## src/design/tiler_pkg.sv

```systemverilog
`default_nettype none

package tiler_pkg;

  // Systolic array shape
  localparam int ARRAY_WIDTH  = 12;
  localparam int ARRAY_HEIGHT = 4;
  localparam int PIPE_REGS    = 3;
  // Columns consumed per tile, one per FMA pipeline slot
  localparam int COL_TILE     = ARRAY_HEIGHT * (PIPE_REGS + 1);

  localparam int REG_AW = 4;

  typedef logic [31:0]       word_t;
  typedef logic [15:0]       dim_t;
  typedef logic [7:0]        lftovr_t;
  typedef logic [REG_AW-1:0] reg_addr_t;

  // Config registers
  localparam reg_addr_t ADDR_MCFG0     = reg_addr_t'(0);
  localparam reg_addr_t ADDR_MCFG1     = reg_addr_t'(1);
  localparam reg_addr_t ADDR_MACFG     = reg_addr_t'(2);
  localparam reg_addr_t ADDR_TRIGGER   = reg_addr_t'(3);
  localparam reg_addr_t ADDR_STATUS    = reg_addr_t'(4);

  // Result registers
  localparam reg_addr_t ADDR_X_ITERS    = reg_addr_t'(5);
  localparam reg_addr_t ADDR_W_ITERS    = reg_addr_t'(6);
  localparam reg_addr_t ADDR_LEFTOVERS  = reg_addr_t'(7);
  localparam reg_addr_t ADDR_TOT_STORES = reg_addr_t'(8);
  localparam reg_addr_t ADDR_W_TOT_LEN  = reg_addr_t'(9);
  localparam reg_addr_t ADDR_TOT_X_READ = reg_addr_t'(10);
  localparam reg_addr_t ADDR_X_SLOTS    = reg_addr_t'(11);
  localparam reg_addr_t ADDR_OP_SEL     = reg_addr_t'(12);

  typedef enum logic [2:0] {
    MATMUL,
    GEMM,
    ADDMAX,
    ADDMIN,
    MULMAX,
    MULMIN,
    MAXMIN
  } gemm_op_e;

  typedef enum logic [2:0] {
    FLOAT16,
    FLOAT8,
    FLOAT16ALT,
    FLOAT8ALT
  } gemm_fmt_e;

  typedef enum logic [2:0] {
    RNE = 3'd0,
    RTZ = 3'd1
  } rnd_mode_e;

  // Codes follow the FPU operation numbering
  typedef enum logic [4:0] {
    FPU_FMADD  = 5'd0,
    FPU_ADD    = 5'd2,
    FPU_MUL    = 5'd3,
    FPU_MINMAX = 5'd7
  } fpu_op_e;

  typedef enum logic [1:0] {
    IDLE,
    MUL1,
    MUL2,
    DONE
  } tiler_state_e;

endpackage

`default_nettype wire

```

## src/design/seq_mult.sv

```systemverilog
`timescale 1ns/1ps
`default_nettype none

module seq_mult #(
  parameter int A_W = 16,
  parameter int B_W = 16
) (
  input  logic             clk_int,
  input  logic             rst_ni,
  input  logic             clear_i,
  input  logic             start_i,
  input  logic [A_W-1:0]   a_i,
  input  logic [B_W-1:0]   b_i,
  output logic             done_o,
  output logic [A_W+B_W-1:0] prod_o
);

  localparam int CNT_W = $clog2(A_W) + 1;
  localparam int P_W   = A_W + B_W;

  logic [CNT_W-1:0] cnt;
  logic             running;
  logic [A_W-1:0]   a_q;
  logic [P_W-1:0]   b_q;
  logic [P_W-1:0]   b_ext;
  logic [P_W-1:0]   acc;

  assign b_ext  = {{A_W{1'b0}}, b_i};
  assign prod_o = acc;

  // Bit 0 is handled on the start edge, so the last bit lands A_W-1 cycles later
  always_ff @(posedge clk_int or negedge rst_ni) begin
    if (!rst_ni) begin
      running <= 1'b0;
      cnt     <= '0;
      done_o  <= 1'b0;
    end else if (clear_i) begin
      running <= 1'b0;
      cnt     <= '0;
      done_o  <= 1'b0;
    end else if (start_i) begin
      running <= 1'b1;
      cnt     <= CNT_W'(1);
      done_o  <= 1'b0;
    end else if (running) begin
      cnt <= cnt + 1'b1;
      if (cnt == CNT_W'(A_W - 1)) begin
        running <= 1'b0;
        done_o  <= 1'b1;
      end
    end else begin
      done_o <= 1'b0;
    end
  end

  // Shift-add datapath
  always_ff @(posedge clk_int) begin
    if (start_i) begin
      a_q <= a_i >> 1;
      b_q <= b_ext << 1;
      acc <= a_i[0] ? b_ext : '0;
    end else if (running) begin
      a_q <= a_q >> 1;
      b_q <= b_q << 1;
      if (a_q[0]) acc <= acc + b_q;
    end
  end

  assert property (@(posedge clk_int) disable iff (!rst_ni)
    done_o |-> $past(start_i, A_W));

endmodule

`default_nettype wire

```

## src/design/tiler_regfile.sv

```systemverilog
`timescale 1ns/1ps
`default_nettype none

module tiler_regfile
  import tiler_pkg::*;
(
  input  logic      clk_int,
  input  logic      rst_ni,
  input  logic      clear_i,
  input  logic      wr_en_i,
  input  reg_addr_t wr_addr_i,
  input  word_t     wr_data_i,
  input  reg_addr_t rd_addr_i,
  output word_t     rd_data_o,
  output logic      start_o,
  output dim_t      m_size_o,
  output dim_t      n_size_o,
  output dim_t      k_size_o,
  output gemm_op_e  gemm_op_o,
  output gemm_fmt_e gemm_fmt_o,
  input  logic      busy_i,
  input  logic      done_i,
  input  word_t     x_iters_i,
  input  word_t     w_iters_i,
  input  word_t     leftovers_i,
  input  word_t     tot_stores_i,
  input  word_t     w_tot_len_i,
  input  word_t     tot_x_read_i,
  input  word_t     x_slots_i,
  input  word_t     op_sel_i
);

  word_t mcfg0_q;
  word_t mcfg1_q;
  word_t macfg_q;
  logic  valid_q;
  logic  trigger;

  assign trigger = wr_en_i && (wr_addr_i == ADDR_TRIGGER);

  always_ff @(posedge clk_int or negedge rst_ni) begin
    if (!rst_ni) begin
      mcfg0_q <= '0;
      mcfg1_q <= '0;
      macfg_q <= '0;
    end else if (wr_en_i) begin
      case (wr_addr_i)
        ADDR_MCFG0: mcfg0_q <= wr_data_i;
        ADDR_MCFG1: mcfg1_q <= wr_data_i;
        ADDR_MACFG: macfg_q <= wr_data_i;
        default: ;
      endcase
    end
  end

  // Trigger becomes a start pulse unless a job is in flight
  always_ff @(posedge clk_int or negedge rst_ni) begin
    if (!rst_ni) begin
      start_o <= 1'b0;
      valid_q <= 1'b0;
    end else if (clear_i) begin
      start_o <= 1'b0;
      valid_q <= 1'b0;
    end else begin
      start_o <= trigger && !busy_i;
      if (start_o) valid_q <= 1'b0;
      else if (done_i) valid_q <= 1'b1;
    end
  end

  assign m_size_o   = mcfg0_q[15:0];
  assign k_size_o   = mcfg0_q[31:16];
  assign n_size_o   = mcfg1_q[15:0];
  assign gemm_op_o  = gemm_op_e'(macfg_q[12:10]);
  assign gemm_fmt_o = gemm_fmt_e'(macfg_q[9:7]);

  always_comb begin
    case (rd_addr_i)
      ADDR_MCFG0:      rd_data_o = mcfg0_q;
      ADDR_MCFG1:      rd_data_o = mcfg1_q;
      ADDR_MACFG:      rd_data_o = macfg_q;
      ADDR_STATUS:     rd_data_o = {30'd0, valid_q, busy_i};
      ADDR_X_ITERS:    rd_data_o = x_iters_i;
      ADDR_W_ITERS:    rd_data_o = w_iters_i;
      ADDR_LEFTOVERS:  rd_data_o = leftovers_i;
      ADDR_TOT_STORES: rd_data_o = tot_stores_i;
      ADDR_W_TOT_LEN:  rd_data_o = w_tot_len_i;
      ADDR_TOT_X_READ: rd_data_o = tot_x_read_i;
      ADDR_X_SLOTS:    rd_data_o = x_slots_i;
      ADDR_OP_SEL:     rd_data_o = op_sel_i;
      default:         rd_data_o = '0;
    endcase
  end

  assert property (@(posedge clk_int) disable iff (!rst_ni) start_o |=> !start_o);

endmodule

`default_nettype wire

```

## src/design/gemm_tiler.sv

```systemverilog
`timescale 1ns/1ps
`default_nettype none

module gemm_tiler
  import tiler_pkg::*;
(
  input  logic      clk_int,
  input  logic      rst_ni,
  input  logic      clear_i,
  input  logic      start_i,
  input  dim_t      m_size_i,
  input  dim_t      n_size_i,
  input  dim_t      k_size_i,
  input  gemm_op_e  gemm_op_i,
  input  gemm_fmt_e gemm_fmt_i,
  output logic      busy_o,
  output logic      done_o,
  output word_t     x_iters_o,
  output word_t     w_iters_o,
  output word_t     leftovers_o,
  output word_t     tot_stores_o,
  output word_t     w_tot_len_o,
  output word_t     tot_x_read_o,
  output word_t     x_slots_o,
  output word_t     op_sel_o
);

  tiler_state_e state_q;
  dim_t         m_q, n_q, k_q, m_sel, n_sel, k_sel;
  gemm_op_e     op_q, op_sel;
  gemm_fmt_e    fmt_q, fmt_sel;
  dim_t         x_rows_iter, x_cols_iter, w_rows_iter, w_cols_iter;
  lftovr_t      x_rows_lft, x_cols_lft, w_rows_lft, w_cols_lft, slots_lft;
  word_t        x_slots;
  logic [31:0]  stores_prod;
  logic [47:0]  wlen_prod, xread_prod;
  logic         stores_done, wlen_done, xread_done, res_latch;
  rnd_mode_e    stage1_rnd, stage2_rnd;
  fpu_op_e      stage1_op;
  word_t        op_word;

  // Sizes are sampled on start and held for the whole job
  always_ff @(posedge clk_int) begin
    if (start_i) begin
      m_q   <= m_size_i;
      n_q   <= n_size_i;
      k_q   <= k_size_i;
      op_q  <= gemm_op_i;
      fmt_q <= gemm_fmt_i;
    end
  end

  assign m_sel   = start_i ? m_size_i : m_q;
  assign n_sel   = start_i ? n_size_i : n_q;
  assign k_sel   = start_i ? k_size_i : k_q;
  assign op_sel  = start_i ? gemm_op_i : op_q;
  assign fmt_sel = start_i ? gemm_fmt_i : fmt_q;

  assign x_rows_lft = lftovr_t'(m_sel % ARRAY_WIDTH);
  assign x_cols_lft = lftovr_t'(n_sel % COL_TILE);
  assign w_rows_lft = lftovr_t'(n_sel % ARRAY_HEIGHT);
  assign w_cols_lft = lftovr_t'(k_sel % COL_TILE);
  assign slots_lft  = lftovr_t'(x_cols_lft % ARRAY_HEIGHT);

  // Ceiling divisions bump the quotient when a partial tile remains
  assign x_rows_iter = dim_t'(m_sel / ARRAY_WIDTH) + dim_t'(x_rows_lft != '0);
  assign x_cols_iter = dim_t'(n_sel / COL_TILE) + dim_t'(x_cols_lft != '0);
  assign w_cols_iter = dim_t'(k_sel / COL_TILE) + dim_t'(w_cols_lft != '0);
  assign w_rows_iter = (w_rows_lft != '0) ?
                       n_sel + dim_t'(ARRAY_HEIGHT) - dim_t'(w_rows_lft) : n_sel;
  assign x_slots     = (slots_lft != '0) ?
                       word_t'(x_cols_lft) + word_t'(ARRAY_HEIGHT) - word_t'(slots_lft) :
                       word_t'(x_cols_lft);

  seq_mult #(.A_W(16), .B_W(16)) u_stores_mult (
    .clk_int (clk_int),
    .rst_ni  (rst_ni),
    .clear_i (clear_i),
    .start_i (start_i),
    .a_i     (x_rows_iter),
    .b_i     (w_cols_iter),
    .done_o  (stores_done),
    .prod_o  (stores_prod)
  );

  seq_mult #(.A_W(16), .B_W(32)) u_wlen_mult (
    .clk_int (clk_int),
    .rst_ni  (rst_ni),
    .clear_i (clear_i),
    .start_i (stores_done),
    .a_i     (w_rows_iter),
    .b_i     (stores_prod),
    .done_o  (wlen_done),
    .prod_o  (wlen_prod)
  );

  seq_mult #(.A_W(16), .B_W(32)) u_xread_mult (
    .clk_int (clk_int),
    .rst_ni  (rst_ni),
    .clear_i (clear_i),
    .start_i (stores_done),
    .a_i     (x_cols_iter),
    .b_i     (stores_prod),
    .done_o  (xread_done),
    .prod_o  (xread_prod)
  );

  // Per-stage FPU settings
  always_comb begin
    stage1_rnd = (op_sel == MAXMIN) ? RTZ : RNE;
    case (op_sel)
      MATMUL, GEMM, ADDMIN, MULMIN, MAXMIN: stage2_rnd = RNE;
      default:                              stage2_rnd = RTZ;
    endcase
    case (op_sel)
      MATMUL, GEMM:   stage1_op = FPU_FMADD;
      ADDMAX, ADDMIN: stage1_op = FPU_ADD;
      MULMAX, MULMIN: stage1_op = FPU_MUL;
      default:        stage1_op = FPU_MINMAX;
    endcase
    op_word = {stage1_rnd, stage2_rnd, stage1_op, FPU_MINMAX, fmt_sel, fmt_sel,
               9'd0, op_sel != MATMUL};
  end

  assign res_latch = (state_q == MUL2) && wlen_done && xread_done;

  always_ff @(posedge clk_int or negedge rst_ni) begin
    if (!rst_ni) begin
      state_q <= IDLE;
    end else if (clear_i) begin
      state_q <= IDLE;
    end else if (start_i) begin
      state_q <= MUL1;
    end else begin
      case (state_q)
        MUL1: if (stores_done) state_q <= MUL2;
        MUL2: if (res_latch) state_q <= DONE;
        DONE: state_q <= IDLE;
        default: ;
      endcase
    end
  end

  assign busy_o = start_i || (state_q != IDLE);
  assign done_o = (state_q == DONE);

  always_ff @(posedge clk_int or negedge rst_ni) begin
    if (!rst_ni) begin
      x_iters_o    <= '0;
      w_iters_o    <= '0;
      leftovers_o  <= '0;
      tot_stores_o <= '0;
      w_tot_len_o  <= '0;
      tot_x_read_o <= '0;
      x_slots_o    <= '0;
      op_sel_o     <= '0;
    end else if (clear_i || res_latch) begin
      x_iters_o    <= clear_i ? '0 : {x_rows_iter, x_cols_iter};
      w_iters_o    <= clear_i ? '0 : {w_rows_iter, w_cols_iter};
      leftovers_o  <= clear_i ? '0 : {x_rows_lft, x_cols_lft, w_rows_lft, w_cols_lft};
      tot_stores_o <= clear_i ? '0 : stores_prod;
      w_tot_len_o  <= clear_i ? '0 : wlen_prod[31:0];
      tot_x_read_o <= clear_i ? '0 : xread_prod[31:0];
      x_slots_o    <= clear_i ? '0 : x_slots;
      op_sel_o     <= clear_i ? '0 : op_word;
    end
  end

  // Stage 2 spans the full 16-cycle multiply after MUL1
  assert property (@(posedge clk_int) disable iff (!rst_ni)
    done_o |-> $past(state_q) == MUL2 && $past(state_q, 17) == MUL1);

endmodule

`default_nettype wire

```

## src/design/tiler_top.sv

```systemverilog
`timescale 1ns/1ps
`default_nettype none

module tiler_top
  import tiler_pkg::*;
(
  input  logic      clk_int,
  input  logic      rst_ni,
  input  logic      clear_i,
  input  logic      wr_en_i,
  input  reg_addr_t wr_addr_i,
  input  word_t     wr_data_i,
  input  reg_addr_t rd_addr_i,
  output word_t     rd_data_o,
  output logic      done_o,
  output logic      busy_o
);

  logic      start;
  dim_t      m_size, n_size, k_size;
  gemm_op_e  gemm_op;
  gemm_fmt_e gemm_fmt;
  word_t     x_iters, w_iters, leftovers, tot_stores;
  word_t     w_tot_len, tot_x_read, x_slots, op_sel;

  tiler_regfile u_regfile (
    .clk_int      (clk_int),
    .rst_ni       (rst_ni),
    .clear_i      (clear_i),
    .wr_en_i      (wr_en_i),
    .wr_addr_i    (wr_addr_i),
    .wr_data_i    (wr_data_i),
    .rd_addr_i    (rd_addr_i),
    .rd_data_o    (rd_data_o),
    .start_o      (start),
    .m_size_o     (m_size),
    .n_size_o     (n_size),
    .k_size_o     (k_size),
    .gemm_op_o    (gemm_op),
    .gemm_fmt_o   (gemm_fmt),
    .busy_i       (busy_o),
    .done_i       (done_o),
    .x_iters_i    (x_iters),
    .w_iters_i    (w_iters),
    .leftovers_i  (leftovers),
    .tot_stores_i (tot_stores),
    .w_tot_len_i  (w_tot_len),
    .tot_x_read_i (tot_x_read),
    .x_slots_i    (x_slots),
    .op_sel_i     (op_sel)
  );

  gemm_tiler u_tiler (
    .clk_int      (clk_int),
    .rst_ni       (rst_ni),
    .clear_i      (clear_i),
    .start_i      (start),
    .m_size_i     (m_size),
    .n_size_i     (n_size),
    .k_size_i     (k_size),
    .gemm_op_i    (gemm_op),
    .gemm_fmt_i   (gemm_fmt),
    .busy_o       (busy_o),
    .done_o       (done_o),
    .x_iters_o    (x_iters),
    .w_iters_o    (w_iters),
    .leftovers_o  (leftovers),
    .tot_stores_o (tot_stores),
    .w_tot_len_o  (w_tot_len),
    .tot_x_read_o (tot_x_read),
    .x_slots_o    (x_slots),
    .op_sel_o     (op_sel)
  );

endmodule

`default_nettype wire

```

## config.mk

```make
export PLATFORM = sky130hd
export DESIGN_NAME = tiler_top
export DESIGN_NICKNAME = d
export VERILOG_FILES = /design/src/design/tiler_pkg.sv /design/src/design/seq_mult.sv /design/src/design/tiler_regfile.sv /design/src/design/gemm_tiler.sv /design/src/design/tiler_top.sv
export SDC_FILE = /design/constraint.sdc
export NUM_CORES = 1
export LEC_CHECK = 0
export BUFFER_PORTS_ARGS = -buffer_cell sky130_fd_sc_hd__buf_2
export CORE_UTILIZATION = 35
export CTS_CLUSTER_DIAMETER = 60
export DETAILED_ROUTE_END_ITERATION = 8
export SYNTH_ARGS = -nofsm -noshare
export SYNTH_HDL_FRONTEND = slang
export SYNTH_SLANG_ARGS = --single-unit
```

## constraint.sdc

```tcl
create_clock -name clk_int -period 8.5 [get_ports clk_int]
set_input_delay 1.275 -clock clk_int [delete_from_list [all_inputs] [get_ports clk_int]]
set_output_delay 1.275 -clock clk_int [all_outputs]
set_load 0.005 [all_outputs]
```

==> results of run 1 <==
==> stage by stage <==
step	hold slack [ns]	setup WS (ns)	utilization, %
6_report	0.4769	0.6924	39.63
5_1_grt	0.4875	0.1507	39.63
4_1_cts	0.4745	0.7689	39.63
3_5_place_dp	0.4609	0.7940	37.04
3_3_place_gp	0.4591	0.8950	37.04
2_1_floorplan	0.4446	0.01088	-
==> synthesized netlist by cell type (4+ instances only) <==
library cell | count | area (sq um)
a21oi_1 | 265 | 1326
nand2b_1 | 23 | 143.9
xnor2_1 | 79 | 691.9
o21bai_1 | 13 | 97.59
a31oi_1 | 23 | 143.9
nor2_1 | 204 | 765.7
a22oi_1 | 73 | 548.0
a221oi_1 | 32 | 280.3
nor3_1 | 58 | 290.3
dfrtp_1 | 304 | 7607
a211oi_1 | 37 | 277.8
o22ai_1 | 6 | 37.54
xor2_1 | 54 | 473.0
nor2b_1 | 25 | 156.4
o2111ai_1 | 8 | 70.07
a222oi_1 | 4 | 40.04
and3_1 | 34 | 212.7
a31o_2 | 8 | 70.07
inv_1 | 137 | 514.2
clkbuf_1 | 145 | 544.3
edfxtp_1 | 214 | 6426
buf_1 | 20 | 75.07
nand3_1 | 82 | 410.4
o22a_1 | 4 | 35.03
nand4_1 | 37 | 231.5
nand2_1 | 424 | 1592
o21a_1 | 16 | 120.1
nor4_1 | 9 | 56.30
o31ai_1 | 11 | 82.58
mux2_2 | 147 | 1655
o211ai_1 | 9 | 67.56
nand3b_1 | 8 | 60.06
o21ai_0 | 148 | 740.7
ha_1 | 130 | 1627
dfxtp_1 | 69 | 1381
or3_1 | 16 | 100.1
and2_1 | 18 | 112.6
mux2i_1 | 58 | 580.6
a22o_1 | 21 | 183.9
a21o_1 | 27 | 202.7
or2_2 | 15 | 93.84
==> layout make-up <==
class / count / area [sq um] / share of cell area (%)
Sequential cell: 587 / 15420 / 44.04
Timing Repair Buffer: 109 / 679.4 / 1.940
Clock inverter: 19 / 166.4 / 0.4752
Inverter: 142 / 533.0 / 1.522
Tap cell: 1165 / 1458 / 4.162
Multi-Input combinational cell: 2218 / 14640 / 41.81
Clock buffer: 105 / 2118 / 6.049
==> cell families (layout without fill, tap and decap cells) <==
group           count (synthesis)  after routing  share of synthesized area (%)
compound gates                762            762                          15.81
xor+xnor                      133            133                          3.735
fa+ha+maj                     134            134                          5.441
buf+inv                       312            375                          3.824
flops                         587            587                          49.43
mux                           208            208                          7.335
other cells                     1              1                        0.01203
simple gates                  980            980                          14.41
==> sequential cells by signal, indices dropped and copies added (netlist names), 25 cells and up <==
name,cells
u_tiler.tot_x_read_o,32
u_tiler.u_stores_mult.prod_o,32
u_tiler.u_stores_mult.b_q,31
u_tiler.u_xread_mult.prod_o,32
u_regfile.macfg_q,32
u_tiler.tot_stores_o,32
u_tiler.w_iters_o,25
u_tiler.u_wlen_mult.b_q,31
u_tiler.u_xread_mult.b_q,31
u_tiler.x_iters_o,27
u_regfile.mcfg1_q,32
u_tiler.w_tot_len_o,32
u_tiler.u_wlen_mult.prod_o,32
u_regfile.mcfg0_q,32
==> path summary, 6_finish.rpt <==
check                                       start  cells after the start                      endpoint  slack (ns)
max in group asynchronous                  rst_ni                      2  u_tiler.u_stores_mult.done_o        6.38
min in group asynchronous                  rst_ni                      1        u_tiler.w_tot_len_o[8]        0.65
worst max register to register  u_regfile.start_o                     25  u_tiler.u_stores_mult.a_q[9]        0.69
worst min-delay path             u_tiler.fmt_q[0]                      1              u_tiler.fmt_q[0]        0.48
worst min register to register   u_tiler.fmt_q[0]                      1              u_tiler.fmt_q[0]        0.48
worst max-delay path            u_regfile.start_o                     25  u_tiler.u_stores_mult.a_q[9]        0.69
==> routing by layer <==
layer	wire length (um)	up-vias	part of all wire, %	track usage, %
li1	-	11230	-	-
met1	44120	12050	45	30.13
met2	43420	736	44	32.80
met3	6581	172	6.7	3.521
met4	3545	6	3.6	8.394
met5	38	-	0.039	0
==> critical path, stage by stage (launching register included) <==
cell	delay, ns
dfrtp_4	0.76
mux2_2	0.40
ha_1	0.29
and2b_1	0.25
o22a_1	0.26
a21oi_1	0.10
a221oi_1	0.66
nor3b_2	0.17
or3_4	0.44
a311o_1	0.33
o21ai_0	0.21
a21bo_1	0.27
a22oi_2	0.51
a21boi_1	0.18
o211ai_2	0.47
o211ai_2	0.16
o31a_4	0.32
xor2_1	0.20
a21oi_1	0.11
o211ai_1	0.12
ha_1	0.26
ha_1	0.28
nand3_1	0.14
a21oi_1	0.27
xor2_1	0.11
mux2_2	0.28
==> power by group <==
| part | switching [mW] | leakage, nW | total, mW | internal, mW |
|---|---|---|---|---|
| sequential | 0.157 | 6.57 | 3.24 | 3.08 |
| clock | 1.23 | 1.13 | 3.02 | 1.79 |
| combinational | 1.17 | 6.47 | 1.83 | 0.664 |
==> impl_metrics.csv, run 1 <==
group,metric,value,unit
clock_tree,cts_resized,0,
final_layout,nets,3304,
floorplan,initial_core_util,35.29,%
drt,via_count,24200,
yosys,synth_ff_type,"dfrtp_1",
placement,post-place-cells,4221,
yosys,yosys_warnings,0,
clock_tree,htreeDepth,3,
hold_path,hold_path.class,"reg -> reg",
timing,setup_viol,0,
timing,rsz0062_at_grt,"no",
grt,track_usage,21.42,%
final_layout,drive_gt1_share,13.68,%
final_layout,layout_commonest_cell,"nand2_1",
placement,place_area,32740,sq um
final_layout,syn_to_final_growth,12.31,%
final_layout,design_area,35020,sq um
clock_tree,insertion_delay,0.61,ns
yosys,syn_nets,3294,
floorplan,fp-row-count,109,
yosys,ys_ff_latch,587,
drt,routed_wl,97700,um
yosys,synthDistinctLibCells,105,
timing,report.final.slew_viol_count,0,
timing,fin_setup_tns,0,ns
timing,finalCritPeriodShare,91.85,%
yosys,ys_seq_area_share,49.43,%
final_layout,layout_common_cells,"nand2_1, dfrtp_1, a21oi_1, edfxtp_1, nor2_1",
floorplan,die_h,300.5,um
grt,grt-ovfl-total,0,
yosys,synthCells,3117,
timing,fin_crit,7.808,ns
placement,io_buffers,77,
final_layout,layout.cells.non_filler,4345,
flow_run,maxCapViolations,0,
yosys,synth_edf_count,214,
yosys,syn_area_per_cell,10.00,sq um
floorplan,ios,78,
placement,gp_congestion,0.9164,
pwr,p_leak,14.18,nW
timing,worstMarginPinSlew,1.152,ns
critical_path,cp.required,8.86,ns
pwr,vdd_ir_drop_max,0.0001875,V
drt,drtPass1Iterations,8,
clock_tree,clock_sinks,587,
critical_path,start_kind,"register",
drt,drt_iter0_drc,2424,
floorplan,core,88370,sq um
clock_tree,cts.clk_slew.worst_paths,0.06,ns
clock_tree,numCtsBuffers,69,
final_layout,n_fill_cell,8721,
grt,grt_max_degree,155,
clock_tree,post-cts-setup-buffer-count,0,
critical_path,arrival,8.17,ns
grt,grt_pass1_vias,23120,
timing,finClkSkew,0.01733,ns
drt,ant_nets,0,
drt,drc_errors,0,
placement,hpwl,67920,um
grt,grt_pass1_wl,146900,um
yosys,async_flop_share,51.79,%
critical_path,crit_fanout,41,
clock_tree,hold_buffers,0,
pwr,p_per_area,230.9,nW/um^2
drt,post_drt_wl_per_cell,22.48,um
yosys,synth_area,31180,sq um
grt,antenna_found_initial,6,
drt,vias_per_cell,5.569,
critical_path,critPathKind,"reg -> reg",
run_status,status,"finished, final reports clean",
critical_path,crit_path_end_kind,"register",
clock_tree,clock_path_buffers,3,
final_layout,diodes,0,
pwr,finalPower,8.087,mW
floorplan,die_w,300.5,um
clock_tree,tritoncts,"yes",
floorplan,die_area,90290,sq um
clock_tree,root_buffer,"clkbuf_16",
timing,timing.fmax,0.1281,GHz
timing,max_slew_margin,23.23,%
timing,hold_viol_final,0,
No activity file was read; power rests on OpenSTA's default activity.
==> run 2: changes to the inputs <==
Settings changed: CORE_MARGIN set to 2, GPL_ROUTABILITY_DRIVEN set to 0, PLACE_DENSITY set to 0.48.
==> impl_metrics.csv, run 2 (synthesis results as in run 1) <==
group,metric,value,unit
run_status,status,"finished, final reports clean",
timing,finalCritPeriodShare,89.41,%
timing,worstMarginPinSlew,1.105,ns
final_layout,drive_gt1_share,13.95,%
critical_path,r2r-start,"u_regfile.start_o",
timing,setup_viol,0,
final_layout,syn_to_final_growth,12.51,%
final_layout,layout_common_cells,"nand2_1, dfrtp_1, a21oi_1, edfxtp_1, nor2_1",
floorplan,core,88370,sq um
final_layout,design_area,35080,sq um
critical_path,cp_slowest_stage_delay,0.63,ns
critical_path,cp_slowest_cell,"a221oi_1",
clock_tree,post-cts-setup-buffer-count,0,
critical_path,cp.required,8.86,ns
timing,fin_crit,7.600,ns
critical_path,start_kind,"register",
pwr,clkPwrFrac,37.3,%
placement,hpwl,74760,um
clock_tree,insertion_delay,0.62,ns
critical_path,critPathKind,"reg -> reg",
timing,setup_ws,0.8998,ns
critical_path,crit_fanout,18,
pwr,p_sw_share,32.29,%
timing,timing.fmax,0.1316,GHz
timing,finClkSkew,0.03092,ns
grt,track_usage,22.86,%
timing,report.final.slew_viol_count,0,
clock_tree,tritoncts,"yes",
drt,routed_wl,104900,um
pwr,pwr-share-seq,40.1,%
critical_path,reg2reg_depth,25,
hold_path,whs_path_depth,1,
drt,vias_per_cell,5.613,
clock_tree,root_buffer,"clkbuf_16",
pwr,power_frac_comb,22.6,%
flow_run,maxCapViolations,0,
clock_tree,cts_resized,0,
pwr,vdd_ir_drop_max,0.0001790,V
timing,whs,0.4847,ns
clock_tree,hold_buffers,0,
pwr,internal_power,5.475,mW
pwr,switching_power,2.611,mW
drt,via_count,24500,
final_layout,layout.cells.non_filler,4364,
floorplan,die_h,302.5,um
clock_tree,cts.clk_slew.worst_paths,0.06,ns
timing,fin_setup_tns,0,ns
clock_tree,clock_sinks,587,
hold_path,worstHoldEndpoint,"u_tiler.fmt_q[1]",
placement,io_buffers,77,
critical_path,crit_path_end_kind,"register",
floorplan,ios,78,
final_layout,final_util,39.70,%
grt,grt_pass1_wl,158200,um
final_layout,nets,3314,
clock_tree,numCtsBuffers,73,
placement,place_area,32780,sq um
grt,grt_max_degree,135,
grt,grt-ovfl-total,0,
drt,post_drt_wl_per_cell,24.03,um
pwr,p_per_area,230.5,nW/um^2
critical_path,arrival,7.96,ns
placement,pre_cts_ws,0.9967,ns
pwr,finalPower,8.086,mW
floorplan,fp-row-count,109,
drt,drt_iter0_drc,2211,
critical_path,r2r_slack,0.90,ns
hold_path,hp-start,"u_tiler.fmt_q[1]",
clock_tree,clock_path_buffers,3,
placement,post-place-cells,4227,
hold_path,hold_path.class,"reg -> reg",
grt,grt_pass1_vias,24000,
final_layout,layout_commonest_cell,"nand2_1",
floorplan,die_w,302.5,um
grt,antenna_found_initial,0,
floorplan,die_area,91500,sq um
timing,hold_viol_final,0,
clock_tree,htreeDepth,3,
drt,drc_errors,0,
critical_path,r2r-end,"u_tiler.u_stores_mult.a_q[9]",
timing,rsz0062_at_grt,"no",
drt,ant_nets,0,
drt,drtPass1Iterations,6,
critical_path,startpoint,"u_regfile.start_o",
pwr,p_leak,14.21,nW
floorplan,initial_core_util,35.29,%
timing,max_slew_margin,24.23,%
run 2: changes by cell type in the layout (fill, tap and decap cells not counted), moves of 2 or more:
cell / delta
bufinv_16: -2
diode_2: +2
clkbuf_1: +5
buf_4: +7
inv_6: +5
clkinv_8: +3
inv_8: -2
clkbuf_8: -3
run 2: final cells by class:
| type | count | area (sq um) |
|---|---|---|
| diodes | 2 | 5.005 |
| clock buffers | 107 | 2096 |
| clock inverters | 28 | 207.7 |
| fillers | 8682 | 53290 |
| inverters | 142 | 533.0 |
| multi-input cells | 2218 | 14650 |
| flip-flops and latches | 587 | 15420 |
| well taps | 1165 | 1458 |
| repair buffers | 115 | 711.9 |
run 2: how the worst max path moves through the flow:
stage / endpoint / slack [ns] / depth (start not counted)
finish: u_tiler.u_stores_mult.a_q[9] / 0.90 / 25
global route: u_tiler.u_stores_mult.a_q[9] / 0.43 / 25
CTS: u_tiler.u_stores_mult.a_q[9] / 0.93 / 25
detailed placement: u_tiler.u_stores_mult.a_q[9] / 1.0 / 25
global placement: u_tiler.u_stores_mult.a_q[9] / 1.25 / 25
floorplan: u_tiler.u_stores_mult.a_q[9] / 0.01 / 32
run 2: power by group through the flow:
stage / Sequential, mW / Combinational [mW] / Clock (mW)
3_5_place_dp: 3.29 / 1.80 / 0
4_1_cts: 3.24 / 1.81 / 3.09
2_1_floorplan: 3.20 / 1.32 / 0
3_3_place_gp: 3.29 / 1.77 / 0
5_1_grt: 3.26 / 1.99 / 3.21
6_report: 3.24 / 1.82 / 3.02
run 2: worst max-delay path, delay by kind of cell, from the launching register on:
family / cells / cell delay, ns
and+or+nand+nor: 4 / 1.00
xor gates and xnor gates: 2 / 0.30
DFF: 1 / 0.55
AOI/OAI and AO/OA: 14 / 4.04
muxes: 2 / 0.66
adders and majority gates: 3 / 0.79
run 2: metal layers:
layer	track usage, %	wire length (um)	up-vias
met5	0	0	-
met4	7.682	3389	0
met3	2.807	5957	137
met2	35.74	47380	768
met1	32.82	48160	12310
li1	-	-	11280
